==> src/verilog/rom_loader_pkg.sv <==
package rom_loader_pkg;

    //////////////////////////////////////////////////
    // download port
    //////////////////////////////////////////////////

    // byte address of the ioctl port, enough for a 32 MB image
    localparam int ADDR_W = 25;
    // the image starts with a header that never reaches the stores
    localparam int HEADER_LEN = 16;
    localparam int HDR_IW = $clog2(HEADER_LEN);

    //////////////////////////////////////////////////
    // region map, offsets counted after the header
    //////////////////////////////////////////////////

    // bank 0 starts at offset zero and each later bank starts at its own bound
    localparam logic [ADDR_W-1:0] BA1_START = 25'h100;
    localparam logic [ADDR_W-1:0] BA2_START = 25'h200;
    localparam logic [ADDR_W-1:0] BA3_START = 25'h300;
    // everything from here to the end of the image is PROM data
    localparam logic [ADDR_W-1:0] PROM_START = 25'h380;
    // set to swap the two bytes of every SDRAM word
    localparam logic SWAB = 1'b0;

    //////////////////////////////////////////////////
    // stores
    //////////////////////////////////////////////////

    // word address width on the SDRAM programming bus
    localparam int PROG_AW = 22;
    localparam int BANK_WORDS = 128;
    localparam int BANK_AW = $clog2(BANK_WORDS);
    localparam int BANK_BYTES = 2 * BANK_WORDS;
    localparam int PROM_BYTES = 128;
    localparam int PROM_AW = $clog2(PROM_BYTES);
    // cycles from the first cycle of a request to the acknowledge
    localparam int ACK_DELAY = 2;
    localparam int ACK_CW = $clog2(ACK_DELAY + 1);

    // a byte offset seen either flat or as a 16-bit word index plus byte select
    typedef union packed {
        logic [ADDR_W-1:0] flat;
        struct packed {
            logic [ADDR_W-2:0] idx;
            logic              sel;
        } word;
    } dl_addr_u;

endpackage

==> src/verilog/dl_header_split.sv <==
module dl_header_split (
    input  logic                                      clk,
    input  logic                                      rst,
    input  logic                                      downloading,
    input  logic [rom_loader_pkg::ADDR_W-1:0]         ioctl_addr,
    input  logic [7:0]                                ioctl_dout,
    input  logic                                      ioctl_wr,
    output logic                                      header,
    output logic [rom_loader_pkg::HEADER_LEN-1:0][7:0] header_bytes,
    output logic                                      hs_wr,
    output logic [rom_loader_pkg::ADDR_W-1:0]         hs_addr,
    output logic [7:0]                                hs_data
);

    logic take;

    // the header flag follows the port directly, it is not registered
    // and drops as soon as the download ends
    assign header = downloading
                    && (ioctl_addr < rom_loader_pkg::ADDR_W'(rom_loader_pkg::HEADER_LEN));

    // a byte moves down the pipeline only if it is part of the image body
    assign take = ioctl_wr && downloading && !header;

    //////////////////////////////////////////////////
    // header capture
    //////////////////////////////////////////////////

    // each header byte lands in the slot given by its own address, so the
    // cores can read things like the board type after the download
    always_ff @(posedge clk) begin
        if (ioctl_wr && header) begin
            header_bytes[ioctl_addr[rom_loader_pkg::HDR_IW-1:0]] <= ioctl_dout;
        end
    end

    //////////////////////////////////////////////////
    // body bytes
    //////////////////////////////////////////////////

    // the strobe is one cycle long because ioctl_wr is
    always_ff @(posedge clk) begin
        if (rst) begin
            hs_wr <= 1'b0;
        end else begin
            hs_wr <= take;
        end
    end

    // from here on addresses count from the first byte after the header
    always_ff @(posedge clk) begin
        if (take) begin
            hs_addr <= ioctl_addr - rom_loader_pkg::ADDR_W'(rom_loader_pkg::HEADER_LEN);
            hs_data <= ioctl_dout;
        end
    end

endmodule

==> config.mk <==
export PLATFORM = sky130hd
export DESIGN_NAME = dl_header_split
export DESIGN_NICKNAME = d
export VERILOG_FILES = /design/src/verilog/rom_loader_pkg.sv /design/src/verilog/dl_header_split.sv
export SDC_FILE = /design/constraint.sdc
export NUM_CORES = 1
export LEC_CHECK = 0
export BUFFER_PORTS_ARGS = -buffer_cell sky130_fd_sc_hd__buf_2
export CAP_MARGIN = 15
export CELL_PAD_IN_SITES_DETAIL_PLACEMENT = 0
export CELL_PAD_IN_SITES_GLOBAL_PLACEMENT = 1
export CORE_UTILIZATION = 35
export CTS_CLUSTER_DIAMETER = 200
export DETAILED_ROUTE_END_ITERATION = 6
export PLACE_DENSITY = 0.69
export SLEW_MARGIN = 20
export SYNTH_ARGS = -nofsm -noshare
export SYNTH_HDL_FRONTEND = slang
export SYNTH_SLANG_ARGS = --single-unit
export TNS_END_PERCENT = 30
==> constraint.sdc <==
create_clock -name clk -period 7.5 [get_ports clk]
set_clock_uncertainty 0.1 [all_clocks]
set_input_delay 0.75 -clock clk [delete_from_list [all_inputs] [get_ports clk]]
set_output_delay 0.75 -clock clk [all_outputs]
set_load 0.01 [all_outputs]
# [Word-level counts from Yosys, hierarchy flattened]
# Cells that the tools add are included.
[totals] reg_bits=162 inputBits=37 output_inout_bits=163 elab_cells=32
[op_classes] n_addsub=1 n_lt_le_gt_ge=3 muxes=3 n_reduce_logical=6
[op_table] operator="$bwmux W128" n=1
[op_table] operator="$demux W8 S4" n=1
[op_table] operator="$lt A25 B5 Y1 const B" n=1
[op_table] operator="$sub A25 B5 Y25 const B" n=1
[op_table] operator="$mux W8" n=1
[op_table] operator="$logic_and A1 B1 Y1" n=5
[op_table] operator="$lt A4 B5 Y1 const B" n=1
[op_table] operator="$ge A4 B1 Y1 const B" n=1
[op_table] operator="$logic_not A1 Y1" n=1

# [Logic depth before layout (Yosys ltp)]
[depth] word_depth=5 ltp_mapped=7 mapped_depth_nobuf=6

# [Worst setup path after synthesis]
# OpenSTA, ideal clock, no wires.
[synth_timing] path_type="input to register" startpoint="input ioctl_addr[12] (netlist bit)" endpoint="register header_bytes[24] (netlist bit) (enable)" setup_ns=0.395 t_arrival_ns=3.134 t_required_ns=7.005 slack_ns=3.871 cell_stages=6 path_buffers=2 cell_sequence="or4_4 or4_4 buf_6 nand2b_4 buf_6 nor4_1"
[synth_via] elab_chain_cells=3
[synth_rtl] item="start: declaration" line="dl_header_split.sv:5" rtl="input logic [rom_loader_pkg::ADDR_W-1:0] ioctl_addr,"
[synth_rtl] item="$lt A25 B5 Y1" line="dl_header_split.sv:20" rtl="&& (ioctl_addr < rom_loader_pkg::ADDR_W'(rom_loader_pkg::HEADER_LEN));"
[synth_rtl] item="$logic_and A1 B1 Y1" line="dl_header_split.sv:20"
[synth_rtl] item="$logic_and A1 B1 Y1" line="dl_header_split.sv:32" rtl="if (ioctl_wr && header) begin"
[synth_rtl] item="end signal: indexed assignment" line="dl_header_split.sv:33" rtl="header_bytes[ioctl_addr[rom_loader_pkg::HDR_IW-1:0]] <= ioctl_dout;"
[synth_rtl] item="end: declaration" line="dl_header_split.sv:9" rtl="output logic [rom_loader_pkg::HEADER_LEN-1:0][7:0] header_bytes,"
# Every way passes these cells.
# A chain may end at the register's enable or synchronous reset.

# [Worst setup path in the final report]
[layout_timing] startpoint="input ioctl_addr[12] (netlist bit)" endpoint="output header"
[layout_via] elab_chain_cells=2
[layout_rtl] item="$lt A25 B5 Y1" line="dl_header_split.sv:20"
[layout_rtl] item="$logic_and A1 B1 Y1" line="dl_header_split.sv:20"
[layout_rtl] item="end: declaration" line="dl_header_split.sv:8" rtl="output logic header,"
# Every way passes these cells.

==> impl_metrics.csv <==
group,metric,value,unit
status,status,"finished, final reports clean",
sta,fin_crit_sh,0.490,
routing,routedWlPerCell,18.7,µm
clocking,hold_buffers,0,
pwr,power.total,1.98,mW
global_routing,grt_max_degree,34,
layout,fin_util,0.485,
synth,synth_xor_area_frac,0.0271,
sta,timing.final.ws_setup,3.83,ns
synth,yosysTopAreaCellShare,0.881,
worst_setup_path,start_kind,"input pin",
synth,ys_top_cells_by_count,"edfxtp_1 (161), nor3_1 (14), nand2_1 (13)",
routing,vias,3187,
synth,syn_inst,259,
worst_setup_path,worstSetupEndpointType,"output port",
routing,vias_per_cell,4.57,
synth,synth_compound_area_frac,0.00137,
pwr,power_frac_comb,0.036,
sta,period_needed,3.67,ns
worst_setup_path,crit_fanout,6,
clocking,path_clk_slew,0.06,ns
pwr,ir_worst_vdd,0.140,mV
synth,synth-simple-area-share,0.0754,
floorplanning,rows,45,
placement,io_buffers,199,
placement,placed_cell_area,0.00675,mm²
synth,ys_async_sr_fraction,0,
pwr,p_int,1.59,mW
sta,final_hold_viol_count,0,
pwr,pwr-share-seq,0.512,
global_routing,grt_overflow,0,
global_routing,grt_first_pass_wirelength,18800,µm
synth,yosys_most_used_dff,"edfxtp_1",
synth,synth_top_family_by_area,"simple AND/OR/NAND/NOR gates",
clocking,tritoncts,"built",
worst_setup_path,required,6.65,ns
clocking,cts-root-buf,"clkbuf_16",
worst_setup_path,arrival,2.82,ns
routing,drt-pass1-iter-count,4,
layout,nets,511,
clocking,cts_buffers,17,
sta,finalSetupViolCount,0,
synth,synth.ff_latch_count,162,
min_path,holdCritPathClass,"input pin to flip-flop",
layout,insertedDiodeCount,0,
pwr,swShare,0.197,
layout,final_area,0.00739,mm²
sta,fmax,272,MHz
routing,first_iter_violations,189,
global_routing,grt.total_usage,0.165,
pwr,power_switching,390,µW
global_routing,grt_pass1_vias,3085,
sta,worst_pin_slew,1.06,ns
floorplanning,dieHeight,127,µm
sta,rsz0062_at_grt,"no",
synth,synth.area.mux_share,0,
placement,place.gp.congestion,0.780,
clocking,h-tree-depth,4,
synth,ys_types,28,
synth,synth_edf_count,161,
routing,final_antenna_net_count,0,
global_routing,antenna_found_initial,0,
sta,relSlewSlack,0.286,
synth,netlist_area,0.00549,mm²
layout,area_delta_synth_final,34.7,%
placement,preCtsSetupSlack,3.71,ns
floorplanning,die_area,0.0162,mm²
synth,yosysMostFrequentCell,"edfxtp_1",
synth,synth_top_area_cell,"edfxtp_1",
pwr,p_leak,2.75,nW
synth,syn-mean-instance-area,21.2,µm²
synth,yosysSeqAreaShare,0.884,
pwr,clockPowerShare,0.452,
floorplanning,initial_utilization,0.360,
clocking,cts_sinks,162,
floorplanning,dieWidth,127,µm
floorplanning,io_pins,200,
sta,tns,0,ns
job,max_cap_violations,0,
floorplanning,coreArea,0.0153,mm²
synth,yosys.area_share.adder,0.00228,
pwr,power_density,268,mW/mm²
clocking,cts_setup_buffers,0,
synth,synth.area.top_cells,"edfxtp_1 (88%), xor2_1 (1.9%), nor4_1 (1.4%)",
routing,route.detailed.drc,0,
routing,wirelength,13000,µm
clocking,clockBufferDepth,2,
synth,syn-num-nets,297,
layout,drive_above_1_share,0.498,
clocking,cts_resized,0,
worst_setup_path,worstSetupPathType,"input pin to output port",
synth,ys_warn_count,0,
sta,slew_violations,0,
placement,dp_hpwl,8910,µm
## final timing paths
path | startpoint | endpoint | slack [ns] | cells past startpoint
worst min-delay path | rst | hs_wr | 0.45 | 2
worst max-delay path | ioctl_addr[12] | header | 3.83 | 6
## critical path, stage by stage
cell,delay [ns]
buf_2,0.11
or4_4,0.55
or4_4,0.59
nor3b_1,0.46
and2_1,0.22
buf_2,0.13
## layout make-up
cell class	count	area [µm²]
Fill cell	1293	7860
Sequential cell	162	4850
Timing Repair Buffer	199	996
Multi-Input combinational cell	90	652
Clock buffer	19	433
Tap cell	211	264
Clock inverter	13	184
Inverter	3	11.3
## cells by family after synthesis
kind of cell    count (synthesis)
flops                         162
simple gates                   71
xor+xnor                       17
buf+inv                         7
compound gates                  1
fa+ha+maj                       1
## power groups by stage
stage               Sequential, mW  Clock [mW]  Combinational (mW)
floorplan                     1.04           0              0.0139
global placement              1.03           0              0.0710
detailed placement            1.03           0              0.0712
CTS                           1.01       0.913              0.0714
global route                  1.01       0.948              0.0771
finish                        1.01       0.895              0.0707
## sequential cells by signal (all words and copies together), names as in the netlist
| name | count |
|---|---|
| hs_data | 8 |
| hs_wr | 1 |
| hs_addr | 25 |
| header_bytes | 128 |
## per-stage QoR
stage | cells | hold slack [ns]
finish | 697 | 0.445
global route | 697 | 0.424
CTS | 697 | 0.416
detailed placement | 665 | 0.863
global placement | 665 | 0.856
floorplan | 259 | 0.729
## per-layer routing
layer,vias up,track usage,part of all wire
li1,1454,-,-
met1,1566,0.212,0.44
met2,153,0.253,0.46
met3,14,0.0611,0.084
met4,0,0.0672,0.013
met5,-,0,0
## cells in the final DEF (no fill, tap or decap), drive strengths merged
| master | Yosys | layout |
|---|---|---|
| nand3 | 4 | 4 |
| clkinvlp | 0 | 1 |
| nand4 | 1 | 1 |
| nand2b | 2 | 2 |
| or3 | 2 | 2 |
| or4 | 5 | 5 |
| nor2 | 8 | 8 |
| o31ai | 1 | 1 |
| nand2 | 13 | 13 |
| xor2 | 12 | 12 |
| dfxtp | 1 | 1 |
| ha | 1 | 1 |
| edfxtp | 161 | 161 |
| buf | 3 | 199 |
| clkbuf | 1 | 19 |
| nor4b | 1 | 1 |
| nor3 | 14 | 14 |
| or2 | 1 | 1 |
| and2 | 1 | 1 |
| nor4 | 13 | 13 |
| bufinv | 0 | 4 |
| or4b | 1 | 1 |
| inv | 3 | 5 |
| clkinv | 0 | 6 |
| nor3b | 2 | 2 |
| xnor2 | 5 | 5 |
| nor2b | 3 | 3 |
Note: power is estimated with default switching activity, not from simulation.
