## config.mk

```make
export PLATFORM = sky130hd
export DESIGN_NAME = dl_bank_router
export DESIGN_NICKNAME = d
export VERILOG_FILES = /design/src/verilog/rom_loader_pkg.sv /design/src/verilog/dl_bank_router.sv
export SDC_FILE = /design/constraint.sdc
export NUM_CORES = 1
export LEC_CHECK = 0
export BUFFER_PORTS_ARGS = -buffer_cell sky130_fd_sc_hd__buf_2
export CORE_UTILIZATION = 35
export CTS_BUF_LIST = sky130_fd_sc_hd__clkbuf_8
export DETAILED_ROUTE_END_ITERATION = 12
export MAX_ROUTING_LAYER = met4
export REMOVE_ABC_BUFFERS = 1
export SLEW_MARGIN = 15
export SYNTH_ARGS = -nofsm -noshare
export SYNTH_HDL_FRONTEND = slang
export SYNTH_SLANG_ARGS = --single-unit
```

## constraint.sdc

```tcl
create_clock -name clk -period 14.8 [get_ports clk]
set_input_delay 4.44 -clock clk [delete_from_list [all_inputs] [get_ports clk]]
set_output_delay 4.44 -clock clk [all_outputs]
set_load 0.05 [all_outputs]
```

## src/verilog/rom_loader_pkg.sv

```systemverilog
package rom_loader_pkg;

    //////////////////////////////////////////////////
    // download port
    //////////////////////////////////////////////////

    // byte address of the ioctl port, enough for a 32 MB image
    localparam int ADDR_W = 25;
    // the image starts with a header that never reaches the stores
    localparam int HEADER_LEN = 16;
    localparam int HDR_IW = $clog2(HEADER_LEN);

    //////////////////////////////////////////////////
    // region map, offsets counted after the header
    //////////////////////////////////////////////////

    // bank 0 starts at offset zero and each later bank starts at its own bound
    localparam logic [ADDR_W-1:0] BA1_START = 25'h100;
    localparam logic [ADDR_W-1:0] BA2_START = 25'h200;
    localparam logic [ADDR_W-1:0] BA3_START = 25'h300;
    // everything from here to the end of the image is PROM data
    localparam logic [ADDR_W-1:0] PROM_START = 25'h380;
    // set to swap the two bytes of every SDRAM word
    localparam logic SWAB = 1'b0;

    //////////////////////////////////////////////////
    // stores
    //////////////////////////////////////////////////

    // word address width on the SDRAM programming bus
    localparam int PROG_AW = 22;
    localparam int BANK_WORDS = 128;
    localparam int BANK_AW = $clog2(BANK_WORDS);
    localparam int BANK_BYTES = 2 * BANK_WORDS;
    localparam int PROM_BYTES = 128;
    localparam int PROM_AW = $clog2(PROM_BYTES);
    // cycles from the first cycle of a request to the acknowledge
    localparam int ACK_DELAY = 2;
    localparam int ACK_CW = $clog2(ACK_DELAY + 1);

    // a byte offset seen either flat or as a 16-bit word index plus byte select
    typedef union packed {
        logic [ADDR_W-1:0] flat;
        struct packed {
            logic [ADDR_W-2:0] idx;
            logic              sel;
        } word;
    } dl_addr_u;

endpackage

```

## src/verilog/dl_bank_router.sv

```systemverilog
module dl_bank_router (
    input  logic                                clk,
    input  logic                                rst,
    input  logic                                downloading,
    input  logic                                hs_wr,
    input  logic [rom_loader_pkg::ADDR_W-1:0]   hs_addr,
    input  logic [7:0]                          hs_data,
    input  logic                                sdram_ack,
    output logic [rom_loader_pkg::PROG_AW-1:0]  prog_addr,
    output logic [15:0]                         prog_data,
    output logic [1:0]                          prog_mask,
    output logic [1:0]                          prog_ba,
    output logic                                prog_we,
    output logic                                prom_we,
    output logic [rom_loader_pkg::PROM_AW-1:0]  prom_addr,
    output logic [7:0]                          prom_data
);

    logic [1:0]                        bank;
    logic [rom_loader_pkg::ADDR_W-1:0] bank_base;
    logic [rom_loader_pkg::ADDR_W-1:0] prom_off;
    logic                              is_prom;
    rom_loader_pkg::dl_addr_u          eff;

    //////////////////////////////////////////////////
    // region decode
    //////////////////////////////////////////////////

    // the PROM region sits above all banks, so it wins over bank 3
    assign is_prom  = hs_addr >= rom_loader_pkg::PROM_START;
    assign prom_off = hs_addr - rom_loader_pkg::PROM_START;

    // banks are checked from the top down, the first bound passed picks the bank
    always_comb begin
        if (hs_addr >= rom_loader_pkg::BA3_START) begin
            bank = 2'd3;
        end else if (hs_addr >= rom_loader_pkg::BA2_START) begin
            bank = 2'd2;
        end else if (hs_addr >= rom_loader_pkg::BA1_START) begin
            bank = 2'd1;
        end else begin
            bank = 2'd0;
        end
        case (bank)
            2'd1:    bank_base = rom_loader_pkg::BA1_START;
            2'd2:    bank_base = rom_loader_pkg::BA2_START;
            2'd3:    bank_base = rom_loader_pkg::BA3_START;
            default: bank_base = '0;
        endcase
        // offset inside the bank, the word view of it drives the SDRAM bus
        eff.flat = hs_addr - bank_base;
    end

    //////////////////////////////////////////////////
    // request generation
    //////////////////////////////////////////////////

    // prog_we is a level held until the SDRAM takes the word, while
    // prom_we lasts a single cycle per byte
    always_ff @(posedge clk) begin
        if (rst) begin
            prog_we <= 1'b0;
            prom_we <= 1'b0;
        end else if (hs_wr && downloading) begin
            prog_we <= !is_prom;
            prom_we <= is_prom;
        end else begin
            prom_we <= 1'b0;
            if (sdram_ack || !downloading) begin
                prog_we <= 1'b0;
            end
        end
    end

    // even bytes go to the upper lane unless the byte order is swapped
    always_ff @(posedge clk) begin
        if (hs_wr && downloading) begin
            if (is_prom) begin
                prom_addr <= prom_off[rom_loader_pkg::PROM_AW-1:0];
                prom_data <= hs_data;
            end else begin
                prog_addr <= eff.word.idx[rom_loader_pkg::PROG_AW-1:0];
                prog_ba   <= bank;
                prog_data <= {2{hs_data}};
                prog_mask <= (eff.word.sel ^ rom_loader_pkg::SWAB) ? 2'b10 : 2'b01;
            end
        end
    end

endmodule

```

# Yosys cells after proc, flatten, opt, wreduce, memory -nomap -nowiden
# Index checks and enable logic that the tools add are counted.
dict set report classes {
  addsub 2
  n_lt_le_gt_ge 4
  eq_ne 3
  n_mux 7
  bitwise_logic 2
  reduce_logical 8
}
# cell count
set ops {}
lappend ops {{greater-or-equal comparator 25 x 10 -> 1 bit (second input constant)} 3}
lappend ops {{case mux 10 bit (3 select lines)} 1}
lappend ops {{greater-or-equal comparator 25 x 9 -> 1 bit (second input constant)} 1}
lappend ops {{subtractor 23 x 10 -> 23 bit} 1}
lappend ops {{subtractor 7 x 1 -> 7 bit (second input constant)} 1}
lappend ops {{2-to-1 mux 2 bit} 3}
lappend ops {{equality test 2 bit (second input constant)} 2}
lappend ops {{AND reduction 2 bit} 2}
lappend ops {{2-to-1 mux 1 bit} 3}
lappend ops {{equality test 2 x 1 -> 1 bit (second input constant)} 1}
lappend ops {{zero test 1 bit} 2}
lappend ops {{inverter 1 bit} 2}
lappend ops {{nonzero test 2 bit} 1}
lappend ops {{OR reduction 2 bit} 1}
lappend ops {{logical AND 1 bit} 1}
lappend ops {{logical OR 1 bit} 1}
dict set report word_totals {
  regBits 59
  wordCells 34
}

# Depth between registers and ports, before layout
dict set report logic_depth {
  word_depth 8
  mapped_depth 10
}

# Worst setup path before layout
# OpenSTA, ideal clock, no wires.
dict set report synth_path {
  path_type {in2reg}
  from {input port hs_addr[12] (netlist name)}
  to {register prog_addr[0] (netlist name) (enable)}
  setup_time_ns 0.510
  arrival_ns 8.574
  t_required_ns 14.290
  slack_ns 5.716
  cell_stages 3
  path_cell_list {or3_4 or4_4 nor4_1}
}
dict set report synth_between {
  elab_chain_cells 3
}
# element line_no
set synth_lines {}
lappend synth_lines {{start: declaration} dl_bank_router.sv:6} ;# input logic [rom_loader_pkg::ADDR_W-1:0] hs_addr,
lappend synth_lines {{greater-or-equal comparator 25 x 10 -> 1 bit} dl_bank_router.sv:30} ;# assign is_prom = hs_addr >= rom_loader_pkg::PROM_START;
lappend synth_lines {{inverter 1 bit (no source line)} --}
lappend synth_lines {{AND reduction 2 bit (no source line)} --}
lappend synth_lines {{end signal: assignment} dl_bank_router.sv:82} ;# prog_addr <= eff.word.idx[rom_loader_pkg::PROG_AW-1:0];
lappend synth_lines {{end: declaration} dl_bank_router.sv:9} ;# output logic [rom_loader_pkg::PROG_AW-1:0] prog_addr,
# No other way between the ends.
# A chain may end at the register's enable or synchronous reset.

==> flow_summary.toml <==
[cells_and_area]
seqCellArea_sq_mm = 0.00151
fin_nets = 253
multi_input_comb_area_sq_um = 380
layout_common_cells = "buf_2 (96), edfxtp_1 (49), nor2_1 (7), xor2_1 (6)"
fill_cells = 485
final_common_cell = "buf_2"
area.growth.synth_to_final_pct = 31.6
finalInstanceArea_sq_mm = 0.00259
drive_above_1_share_pct = 54.5
diodes = 0
fin_util_pct = 49.1

[worst_setup_path]
cp-start-kind = "primary input"
worst-setup-path-type = "primary input to flop"
startpoint = "hs_addr[14]"
cp_slowest_cell = "nor4_2"
cpPeakStageDelay_ns = 0.47
reg2reg_from = "prog_we"
crit_fanout = 6
critical_path_arrival_ns = 7.10
crit_required_ns = 14.85
endpoint_kind = "flop"
path_cells = "buf_2, nor4_2, nand4b_1, or3_4, inv_2, ha_1, nor2b_1, nor3_1, nand4_1, xnor2_1"

[timing]
worst_pin_slew_ns = 0.605
tns_ns = 0
maxSlewHeadroom_pct = 59.4
fin_worst_skew_ns = 0
final-hold-violation-count = 0
setup_viol = 0
setup_slack_ns = 7.75
finalCritPeriodShare_pct = 47.6
fmax_mhz = 142
rsz0062_at_grt = "no"
min_period_ns = 7.05
drv_slew = 0

[min_path]
min_from = "prog_we"
hold_path.class = "flop to flop"

[die]
dieWidth_um = 77.0
rows = 26
dieArea_sq_mm = 0.00593
start_util_pct = 37.3
pin_count = 97
die_y_um = 77.0
coreArea_sq_mm = 0.00527

[clock_tree]
cts_tree = "yes"
clk_latency_ns = 0.30
cts_made_buffers = 5
cts_setup_buffers = 0
cts.clk_slew.worst_paths_ns = 0.10
cts_resized = 0
cts_buffer_depth = 2
cts_hold_buf = 0
htreeDepth = 2
clockRootBuffer = "clkbuf_8"
clock_sinks = 51

[global_routing]
antenna_found_initial = 0
grt_pass1_vias = 1179
grt_pass1_wl_mm = 5.74
grt_start_max_net_pins = 20
grtUsageTotal_pct = 12.9
overflow = 0

[synth]
ys.warnings.count = 0
syn_area_sq_mm = 0.00197
syn_avg_cell_area_sq_um = 17.1
synth_seq_cells = 51
synth_cell_types = 30
syn_inst = 115
yosysSeqAreaShare_pct = 76.8

[detailed_routing]
drtPass1Iterations = 4
drt_iter0_drc = 45
vias = 1268
post_drt_wl_per_cell_um = 12.9
viasPerCell = 4.48
totalWireLength_mm = 3.65
drc = 0
postRouteAntennaNets = 0

[power]
p_leak_nw = 1.06
ir_drop_uv = 35.9
finalPower_mw = 0.265
power_density_mw_per_mm2 = 102

[placed_design]
place_hpwl_mm = 2.82
gp_congestion = 0.849
placed_area_sq_mm = 0.00250
io_buffers = 96
place_ws_ns = 7.39

[run_status]
status = "finished, final reports clean"

[run]
cap_violations = 0
## kinds of logic (layout without fill, tap and decap cells)
kind of cell    count (synthesis)  in the layout  share of synthesized area [%]
compound gates                  4              4                           1.34
buf+inv                        14            112                           4.20
flops                          51             51                           76.8
simple gates                   32             32                           10.5
xor+xnor                       11             11                           4.89
fa+ha+maj                       3              3                           2.29
## cells in the mapped netlist, drive strengths merged
| cell type | instances | share of area [%] |
|---|---|---|
| edfxtp | 49 | 75 |
| inv | 5 | 0.95 |
| nor4 | 3 | 1.6 |
| and4b | 1 | 0.57 |
| xnor2 | 5 | 2.2 |
| fa | 1 | 1.0 |
| o31ai | 1 | 0.38 |
| nand4b | 1 | 0.45 |
| nand4 | 1 | 0.32 |
| nor4b | 1 | 0.45 |
| buf | 8 | 3.1 |
| or2 | 1 | 0.32 |
| a22o | 1 | 0.45 |
| xor2 | 6 | 2.7 |
| dfxtp | 2 | 2.0 |
| nor2 | 7 | 1.3 |
| nand2 | 5 | 0.95 |
| nand3 | 1 | 0.25 |
| or3 | 3 | 1.5 |
| o21ai | 2 | 0.51 |
| ha | 2 | 1.3 |
| clkbuf | 1 | 0.19 |
| nor2b | 1 | 0.32 |
| or4 | 1 | 0.57 |
| nor3 | 5 | 1.5 |
| or2b | 1 | 0.38 |
## final timing paths
| path | end | slack, ns | depth (start not counted) |
|---|---|---|---|
| setup reg to reg | prog_we | 14.18 | 1 |
| setup / recovery | prog_addr[20] | 7.75 | 10 |
| hold reg to reg | prog_we | 0.50 | 1 |
| hold / removal | prog_we | 0.50 | 1 |
## report_power, final
group	internal [mW]	switching [mW]	total [mW]
Sequential	0.161	0.000633	0.162
Combinational	0.00805	0.0179	0.0259
Clock	0.0330	0.0438	0.0768
Total	0.202	0.0624	0.265
## stage by stage
step / hold slack, ns / std cells
2_1_floorplan: 0.770 / 106
3_3_place_gp: 0.462 / 275
3_5_place_dp: 0.469 / 275
4_1_cts: 0.497 / 283
5_1_grt: 0.509 / 283
6_report: 0.500 / 283
## cell type report
type	instances	share of cell area [%]
inverters	5	0.725
clock inverters	3	0.773
well taps	70	3.38
repair buffers	99	19.4
flip-flops and latches	51	58.4
clock buffers	5	2.66
multi-input cells	50	14.7
## worst max-delay path, delay by kind of cell
family / cells / cell delay [ns]
simple gates: 6 / 2.07
buf+inv: 2 / 0.20
xor+xnor: 1 / 0.17
fa+ha+maj: 1 / 0.21
## per-layer routing
layer / share of wire [%] / track usage, % / routed length (um)
met3: 9.1 / 3.10 / 333
met5: 0 / - / 0
met2: 45 / 20.0 / 1640
met4: 0 / 1.70 / 0
met1: 46 / 17.6 / 1680
## flip-flops by register name, summed over array words and instances (netlist names)
name	cells
prog_ba	2
prog_we	1
prog_mask	2
prom_addr	7
prom_we	1
prog_data	8
prog_addr	22
prom_data	8
Note: power is estimated with default switching activity, not from simulation.
