--- src/verilog/rom_loader_pkg.sv ---
package rom_loader_pkg;

    //////////////////////////////////////////////////
    // download port
    //////////////////////////////////////////////////

    // byte address of the ioctl port, enough for a 32 MB image
    localparam int ADDR_W = 25;
    // the image starts with a header that never reaches the stores
    localparam int HEADER_LEN = 16;
    localparam int HDR_IW = $clog2(HEADER_LEN);

    //////////////////////////////////////////////////
    // region map, offsets counted after the header
    //////////////////////////////////////////////////

    // bank 0 starts at offset zero and each later bank starts at its own bound
    localparam logic [ADDR_W-1:0] BA1_START = 25'h100;
    localparam logic [ADDR_W-1:0] BA2_START = 25'h200;
    localparam logic [ADDR_W-1:0] BA3_START = 25'h300;
    // everything from here to the end of the image is PROM data
    localparam logic [ADDR_W-1:0] PROM_START = 25'h380;
    // set to swap the two bytes of every SDRAM word
    localparam logic SWAB = 1'b0;

    //////////////////////////////////////////////////
    // stores
    //////////////////////////////////////////////////

    // word address width on the SDRAM programming bus
    localparam int PROG_AW = 22;
    localparam int BANK_WORDS = 128;
    localparam int BANK_AW = $clog2(BANK_WORDS);
    localparam int BANK_BYTES = 2 * BANK_WORDS;
    localparam int PROM_BYTES = 128;
    localparam int PROM_AW = $clog2(PROM_BYTES);
    // cycles from the first cycle of a request to the acknowledge
    localparam int ACK_DELAY = 2;
    localparam int ACK_CW = $clog2(ACK_DELAY + 1);

    // a byte offset seen either flat or as a 16-bit word index plus byte select
    typedef union packed {
        logic [ADDR_W-1:0] flat;
        struct packed {
            logic [ADDR_W-2:0] idx;
            logic              sel;
        } word;
    } dl_addr_u;

endpackage

--- src/verilog/prom_store.sv ---
module prom_store (
    input  logic                                clk,
    input  logic                                prom_we,
    input  logic [rom_loader_pkg::PROM_AW-1:0]  prom_addr,
    input  logic [7:0]                          prom_data,
    input  logic [rom_loader_pkg::PROM_AW-1:0]  prom_rd_addr,
    output logic [7:0]                          prom_rd_data
);

    logic [7:0] mem [0:rom_loader_pkg::PROM_BYTES-1];

    // starts blank so unwritten locations read back as zero
    initial begin
        for (int i = 0; i < rom_loader_pkg::PROM_BYTES; i++) begin
            mem[i] = '0;
        end
    end

    // one byte per prom_we pulse
    always_ff @(posedge clk) begin
        if (prom_we) begin
            mem[prom_addr] <= prom_data;
        end
    end

    // the read side is asynchronous, like the LUT based PROMs in the cores
    assign prom_rd_data = mem[prom_rd_addr];

endmodule

--- config.mk ---
export PLATFORM = sky130hd
export DESIGN_NAME = prom_store
export DESIGN_NICKNAME = d
export VERILOG_FILES = /design/src/verilog/rom_loader_pkg.sv /design/src/verilog/prom_store.sv
export SDC_FILE = /design/constraint.sdc
export NUM_CORES = 1
export LEC_CHECK = 0
export BUFFER_PORTS_ARGS = -buffer_cell sky130_fd_sc_hd__clkbuf_2
export CAP_MARGIN = 5
export CORE_UTILIZATION = 57
export CTS_CLUSTER_SIZE = 8
export DETAILED_ROUTE_END_ITERATION = 8
export PLACE_DENSITY = 0.76
export SETUP_SLACK_MARGIN = 0.05
export SKIP_CTS_REPAIR_TIMING = 1
export SLEW_MARGIN = 40
export SYNTH_ARGS = -nofsm -noshare
export SYNTH_HDL_FRONTEND = slang
export SYNTH_SLANG_ARGS = --single-unit
--- constraint.sdc ---
create_clock -name clk -period 2.9 [get_ports clk]
set_input_delay 0.29 -clock clk [delete_from_list [all_inputs] [get_ports clk]]
set_output_delay 0.29 -clock clk [all_outputs]
set_load 0.02 [all_outputs]
Yosys cells after proc, flatten, opt, wreduce, memory -nomap -nowiden
Memories as Yosys holds them, arrays and structs flattened.
Cells that the tools add are included.
- flip-flop bits (word level): 0
- bits in writable memories: 1024
- input port bits: 24
- output and inout port bits: 8
- logic and storage cells: 3
- memories kept: 1
- multiplexer cells: 2
- memories (memory ; depth ; bits a word ; read ports ; clocked after Yosys merged registers in ; write ports ; line ; text):
    mem ; 128 ; 8 ; 1 ; 0 ; 1 ; prom_store.sv:10 ; logic [7:0] mem [0:rom_loader_pkg::PROM_BYTES-1];
- operators by type and width (operator ; count):
    $mux 1 ; 2

Depth between registers and ports, before layout
Gate-level depths: netlist of run 1.
- depth in word-level cells: 2
- mapped depth: 7
- gate-level depth less buffers: 4

Worst setup path before layout of run 1
OpenSTA, ideal clock, no wires.
- path kind: input -> output
- start: input prom_rd_addr[0] (netlist bit)
- end: output prom_rd_data[0]
- arrival time: 2.743 ns
- required time: 2.610 ns
- slack: -0.133 ns
- stages on the path: 6
- buffers on the path: 2
- cell sequence: clkbuf_1 > buf_1 > mux4_2 > mux4_2 > mux4_2 > mux2_2
- word-level cells in the longest chain between the ends: 1
- RTL lines (item ; line ; text):
    from (decl) ; prom_store.sv:6 ; input logic [rom_loader_pkg::PROM_AW-1:0] prom_rd_addr,
    $mem_v2 128x8 ; -- ;
    to (decl) ; prom_store.sv:7 ; output logic [7:0] prom_rd_data
No other way between the ends.

Worst setup path after layout of run 1
- start: memory mem[66][5]
- end: output prom_rd_data[5]
- word-level cells in the longest chain between the ends: 1
- RTL lines (item ; line):
    from (decl) ; prom_store.sv:10
    $mem_v2 128x8 ; --
No other way between the ends.

==> run metrics, run 1 <==
critical path data required time 2.61 ns; layout cell share with drive strength beyond 1 39.1%; setup tns final -4.64 ns; met2 usage 46.3%; Power, Total 33100 uW; final-layout fill cell count 3866; Clk pin slew, worst setup/hold paths 0.05 ns; fin crit share 122%; Post-Synth Adder-Cell Area 0%; RSZ-0062 raised after global routing true; post-synthesis sequential area ratio 77.8%; Compound-Gate Fraction of Synth Area 0%; Die X 265 um; simple-gate area share of the yosys netlist 1.76%; post-synthesis register bit count 1024; Final Wtd Congestion 0.863; clock group share of total power 45.1%; area grow syn2layout 18.2%; largest family of logic cells by synthesized area multiplexers; DR pass1 iterations 6; IO Count 32; gr usage total 28.6%; Max-slew headroom 47.4%; DRT iter0 DRCs 2487; Post-Synth XOR/XNOR Area 0%; IO Port Bufs 31; switching share of power 21.1%; Starting Density 57.6%; sequential power share 49.6%; hold path depth 1; Hold Vio Cnt, Final 0; Vias 19334; ys async rst share 0%; die area 70400 sq um; setup ws final -0.630 ns; Lkg Pwr 0.0150 uW; hold path startpoint prom_data[3]; mapped cell area 39500 sq um; critical path class register to primary output; failing checks negative setup slack; final wirelength 96400 um; ys flop type edfxtp_1; syn_nets 1651; GRT Residual Overflow 0; PD cells 708 nW/um^2; clock sink count 1024; met3 usage 6.21%; crit-path max FO 1; maxcap violations 0; area leader, netlist edfxtp_1; HP Class primary input to register; VDD IR-drop max 0.000690 V; CP Cell Sequence mux4_2 -> mux4_2 -> mux4_2 -> mux2_4 -> buf_6; met1 Use GR 38.8%; initial antenna violation count 8; routed len/inst 33.4 um; fin crit period 3.53 ns; Worst Path Buf+Inv 1; antenna-violating nets left 0; max reg flops 1024; Most flops, register mem; Yosys cell types 16; core outline area 68600 sq um; max incr delay on CP 0.57 ns; Slew Limit Fails 0; EDFF count, synth 1024; clk root buf clkbuf_16; CTS Buf Count 145; top post-synthesis cells by count edfxtp_1, mux4_2, nor2_1; synth top area cells edfxtp_1, mux4_2, nor2_1, clkbuf_1, mux2_2; TritonCTS clock tree built; nets 1970; H-Tree Level Count 4; Chip Height 265 um; Crit path top cell by count mux4_2; Worst-Margin Slew 0.789 ns; Regs by FF count mem (1024); largest net degree at the start of global routing 81; first-pass GRT wire length 141000 um; Yosys top cell area share 77.8%; HPWL Detailed 56600 um; synthesized instance count 1627; Setup crit start kind register; status finished with violations; Psw 6960 uW; family with the most delay on the worst path multiplexers; GR peak layer met2; most numerous cell in the Yosys netlist edfxtp_1; Logic pwr share 5.3%; WP data arrival 3.24 ns; via/cell ratio 6.69; CP endpoint kind primary output; Hold EP mem[119][3]; Max Root-Sink Buffers 3; Int Pwr 26100 uW; Post-Syn Area per Cell 24.3 sq um; number of cell rows 96; f_max 283 MHz; final setup fails 8; vias in the first global route 20212; # DRC 0; Ys Warns 0; CP max-delay cell mux4_2; post-synthesis mux area share 19.4%
-- layout make-up --
cell class	instances	area (sq um)	area share [%]
diodes	2	5.00	0.0107
clock buffers	147	3680	7.88
clock inverters	12	241	0.517
multi-input cells	514	8390	18.0
flip-flops and latches	1024	30700	65.9
well taps	931	1160	2.49
repair buffers	261	2460	5.27
-- power groups by stage --
| stage | Combinational [uW] | Clock [uW] | Sequential, uW |
|---|---|---|---|
| final | 1760 | 14900 | 16400 |
| after global routing | 1820 | 15600 | 16400 |
| after CTS | 1720 | 15000 | 16400 |
| after detailed placement | 1680 | 0 | 16700 |
| after global placement | 1650 | 0 | 16700 |
| after floorplan | 888 | 0 | 16700 |
-- cells in the final DEF (no fill, tap or decap) --
cell type  instances
nand4_1            3
clkinv_16          5
or3_1              1
nor2_2             1
buf_8              2
diode_2            2
clkinv_8           1
nor3_1             9
nand2_1           14
buf_2              1
nand3_1           12
buf_6              8
buf_12            39
nand2b_1           2
mux4_2           336
clkbuf_16        147
clkbuf_2          11
mux2_4             8
nor2b_1            7
inv_16             2
inv_6              4
buf_4            200
nor2_1           121
edfxtp_1        1024
-- stage by stage --
stage | instance area (sq um) | hold WS [ns] | util, % | std cells | setup WS (ns)
4_1_cts | 46600 | 0.0577 | 67.9 | 2889 | -0.689
2_1_floorplan | 39600 | 0.389 | - | 1627 | 0.0660
3_3_place_gp | 42700 | 0.805 | 62.2 | 2730 | -0.430
3_5_place_dp | 42700 | 0.818 | 62.2 | 2730 | -0.439
6_report | 46700 | 0.0896 | 68.1 | 2891 | -0.630
5_1_grt | 46700 | 0.0746 | 68.1 | 2889 | -0.655
-- cell families after synthesis --
family / Yosys count
flops: 1024
mux: 344
simple gates: 170
buf+inv: 89
-- layer usage --
metal  part of all wire, %  routed length, um  vias to the layer above
li1                      -                  -                     7573
met1                    36              34900                    10324
met2                    50              48600                     1254
met3                    10               9830                      177
met4                   3.1               3010                        6
met5                 0.035                 34                        -
-- worst max path at each step --
stage / startpoint / endpoint / slack (ns) / cells past startpoint
after global placement: prom_rd_addr[0] / prom_rd_data[5] / -0.43 / 9
after global routing: mem[64][6] / prom_rd_data[6] / -0.65 / 5
after detailed placement: prom_rd_addr[0] / prom_rd_data[5] / -0.44 / 9
after floorplan: prom_rd_addr[1] / prom_rd_data[0] / 0.07 / 5
final: mem[66][5] / prom_rd_data[5] / -0.63 / 5
after CTS: mem[66][5] / prom_rd_data[5] / -0.69 / 5
(Power assumes the default switching activity.)
==> inputs of run 2 (changes only) <==
--- a/config.mk
+++ b/config.mk
@@ -5,8 +5,9 @@
 export SDC_FILE = /design/constraint.sdc
 export NUM_CORES = 1
 export LEC_CHECK = 0
+export ABC_AREA = 1
 export BUFFER_PORTS_ARGS = -buffer_cell sky130_fd_sc_hd__clkbuf_2
-export CAP_MARGIN = 5
+export CAP_MARGIN = 40
 export CORE_UTILIZATION = 57
 export CTS_CLUSTER_SIZE = 8
 export DETAILED_ROUTE_END_ITERATION = 8
==> run 2 against run 1 <==
  * The flow now finishes without violations
  * Power rose by 0.78%
  * Die area rose by 6.1%
  * Clock-buffer cell count rose by 5
  * Clock power barely moved
  * Global-route usage rose by 0.92 points
  * Sequential cell count did not move
  * Critical endpoint is now prom_rd_data[0]
  * Largest cell class unchanged
  * Highest routed layer unchanged
==> run metrics, run 2 <==
gr usage total 29.5%; Starting Density 57.6%; clock group share of total power 44.6%; number of cell rows 99; Vias 28574; Most flops, register mem; routed len/inst 23.2 um; TritonCTS clock tree built; via/cell ratio 6.11; nets 3725; Ys Warns 0; Worst Path Buf+Inv 4; IO Count 32; Hold Vio Cnt, Final 0; family with the most delay on the worst path simple AND/OR/NAND/NOR gates; maxcap violations 0; IO Port Bufs 31; first-pass GRT wire length 165000 um; PD cells 697 nW/um^2; # placed instances 4510; Clk pin slew, worst setup/hold paths 0.05 ns; CP endpoint kind primary output; ys async rst share 0%; HPWL Detailed 63200 um; setup ws final 0.0694 ns; synth top area cells edfxtp_1, nand3_1, nand2_1, buf_2, nor2_1; Setup crit start kind primary input; Max-slew headroom 45.4%; area grow syn2layout 14.1%; crit-path max FO 39; final wirelength 109000 um; synthesized instance count 3567; Regs by FF count mem (1024); syn_nets 3591; clk root buf clkbuf_16; Worst Setup SP prom_rd_addr[0]; post-synthesis sequential area ratio 73.3%; DR pass1 iterations 8; top post-synthesis cells by count nand2_1, edfxtp_1, nand3_1; Post-Syn Area per Cell 11.8 sq um; antenna-violating nets left 0; GRT Residual Overflow 0; die area 74700 sq um; Chip Height 273 um; Logic pwr share 6.2%; H-Tree Level Count 4; layout cell share with drive strength beyond 1 10.3%; post-synthesis register bit count 1024; final setup fails 0; fin crit period 2.83 ns; Final Wtd Congestion 0.932; mapped cell area 41900 sq um; switching share of power 22.0%; largest net degree at the start of global routing 106; max incr delay on CP 0.34 ns; f_max 353 MHz; WP data arrival 2.54 ns; Worst-Margin Slew 0.816 ns; Die X 273 um; VDD IR-drop max 0.000666 V; core outline area 72800 sq um; max reg flops 1024; RSZ-0062 raised after global routing false; initial antenna violation count 2; EDFF count, synth 1024; CTS Buf Count 146; Final Instance Count excl. Fillers 4676; Place WS 0.277 ns; sequential power share 49.2%; status finished clean; hold path startpoint prom_data[4]; HP Class primary input to register; area leader, netlist edfxtp_1; fin crit share 97.6%; ys flop type edfxtp_1; Max Root-Sink Buffers 3; critical path data required time 2.61 ns; commonest non-fill, non-tap cell in the layout nand2_1; Psw 7340 uW; clock sink count 1024; Yosys cell types 13; Slew Limit Fails 0; Int Pwr 26000 uW; # DRC 0; Lkg Pwr 0.0173 uW; CP max-delay cell buf_4; DRT iter0 DRCs 4121; CP Cell Sequence buf_8 -> buf_12 -> buf_4 -> nand2_1 -> nand3_1 -> nand3_1 -> nand3_1 -> nand2_1 -> nand2_1 -> nand3_1 -> nand2_1 -> nand2_1 -> nand2_1 -> clkbuf_2; Crit path top cell by count nand2_1; critical path class primary input to primary output; Yosys top cell area share 73.3%; most numerous cell in the Yosys netlist nand2_1; vias in the first global route 27694; commonest non-fill, non-tap cells in the layout nand2_1, edfxtp_1, nand3_1
-- run 2: cell types whose count changed after synthesis, moves of 3 or more --
| cell | before | now |
|---|---|---|
| nand3_1 | 12 | 931 |
| buf_1 | 18 | 14 |
| nand2_1 | 14 | 1215 |
| mux4_2 | 336 | 0 |
| buf_4 | 11 | 40 |
| mux2_2 | 8 | 0 |
| buf_6 | 1 | 22 |
| nand4_1 | 3 | 0 |
| buf_2 | 15 | 121 |
| inv_1 | 0 | 21 |
| clkbuf_1 | 44 | 34 |
| nor2_1 | 122 | 134 |
| nor2b_1 | 7 | 0 |
-- run 2: kinds of logic (layout without fill, tap and decap cells) --
family	after synthesis	in the layout	share of synthesized area, %
and+or+nand+nor	2288	2288	23.3
DFF	1024	1024	73.3
buffers and inverters	255	404	3.41
other	0	1	0
-- run 2: area by class of cell --
class / count / area [sq um]
Clock inverter: 11 / 145
Inverter: 24 / 116
Clock buffer: 152 / 3760
Timing Repair Buffer: 217 / 2090
Antenna cell: 1 / 2.50
Sequential cell: 1024 / 30700
Multi-Input combinational cell: 2288 / 9780
Fill cell: 4974 / 25000
Tap cell: 959 / 1200
-- run 2: power by group through the flow --
stage	combinational (uW)	clock (uW)	sequential, uW
2_1_floorplan	1100	0	16700
3_3_place_gp	1950	0	16700
3_5_place_dp	1990	0	16700
4_1_cts	2010	14900	16400
5_1_grt	2200	15500	16400
6_report	2060	14900	16400
-- run 2: final timing paths --
kind | endpoint | slack, ns | depth (start not counted)
worst max-delay path | prom_rd_data[0] | 0.07 | 14
worst min-delay path | mem[38][4] | 0.07 | 1
-- run 2: through the flow --
step / setup TNS [ns] / instance area (sq um) / util, % / hold slack, ns / power (uW)
final: 0 / 47800 / 65.7 / 0.0662 / 33300
after global routing: 0 / 47800 / 65.7 / 0.0557 / 34100
after CTS: -0.156 / 47800 / 65.6 / -0.149 / 33300
after detailed placement: 0 / 43900 / 60.3 / 0.604 / 18700
after global placement: 0 / 43900 / 60.3 / 0.605 / 18600
after floorplan: 0 / 41900 / - / 0.389 / 17800
-- run 2: per-layer routing --
layer	GRT usage, %	share of wire [%]
met4	12.5	3.9
met1	39.9	37
met5	0	0.0092
met3	7.56	12
met2	45.7	47
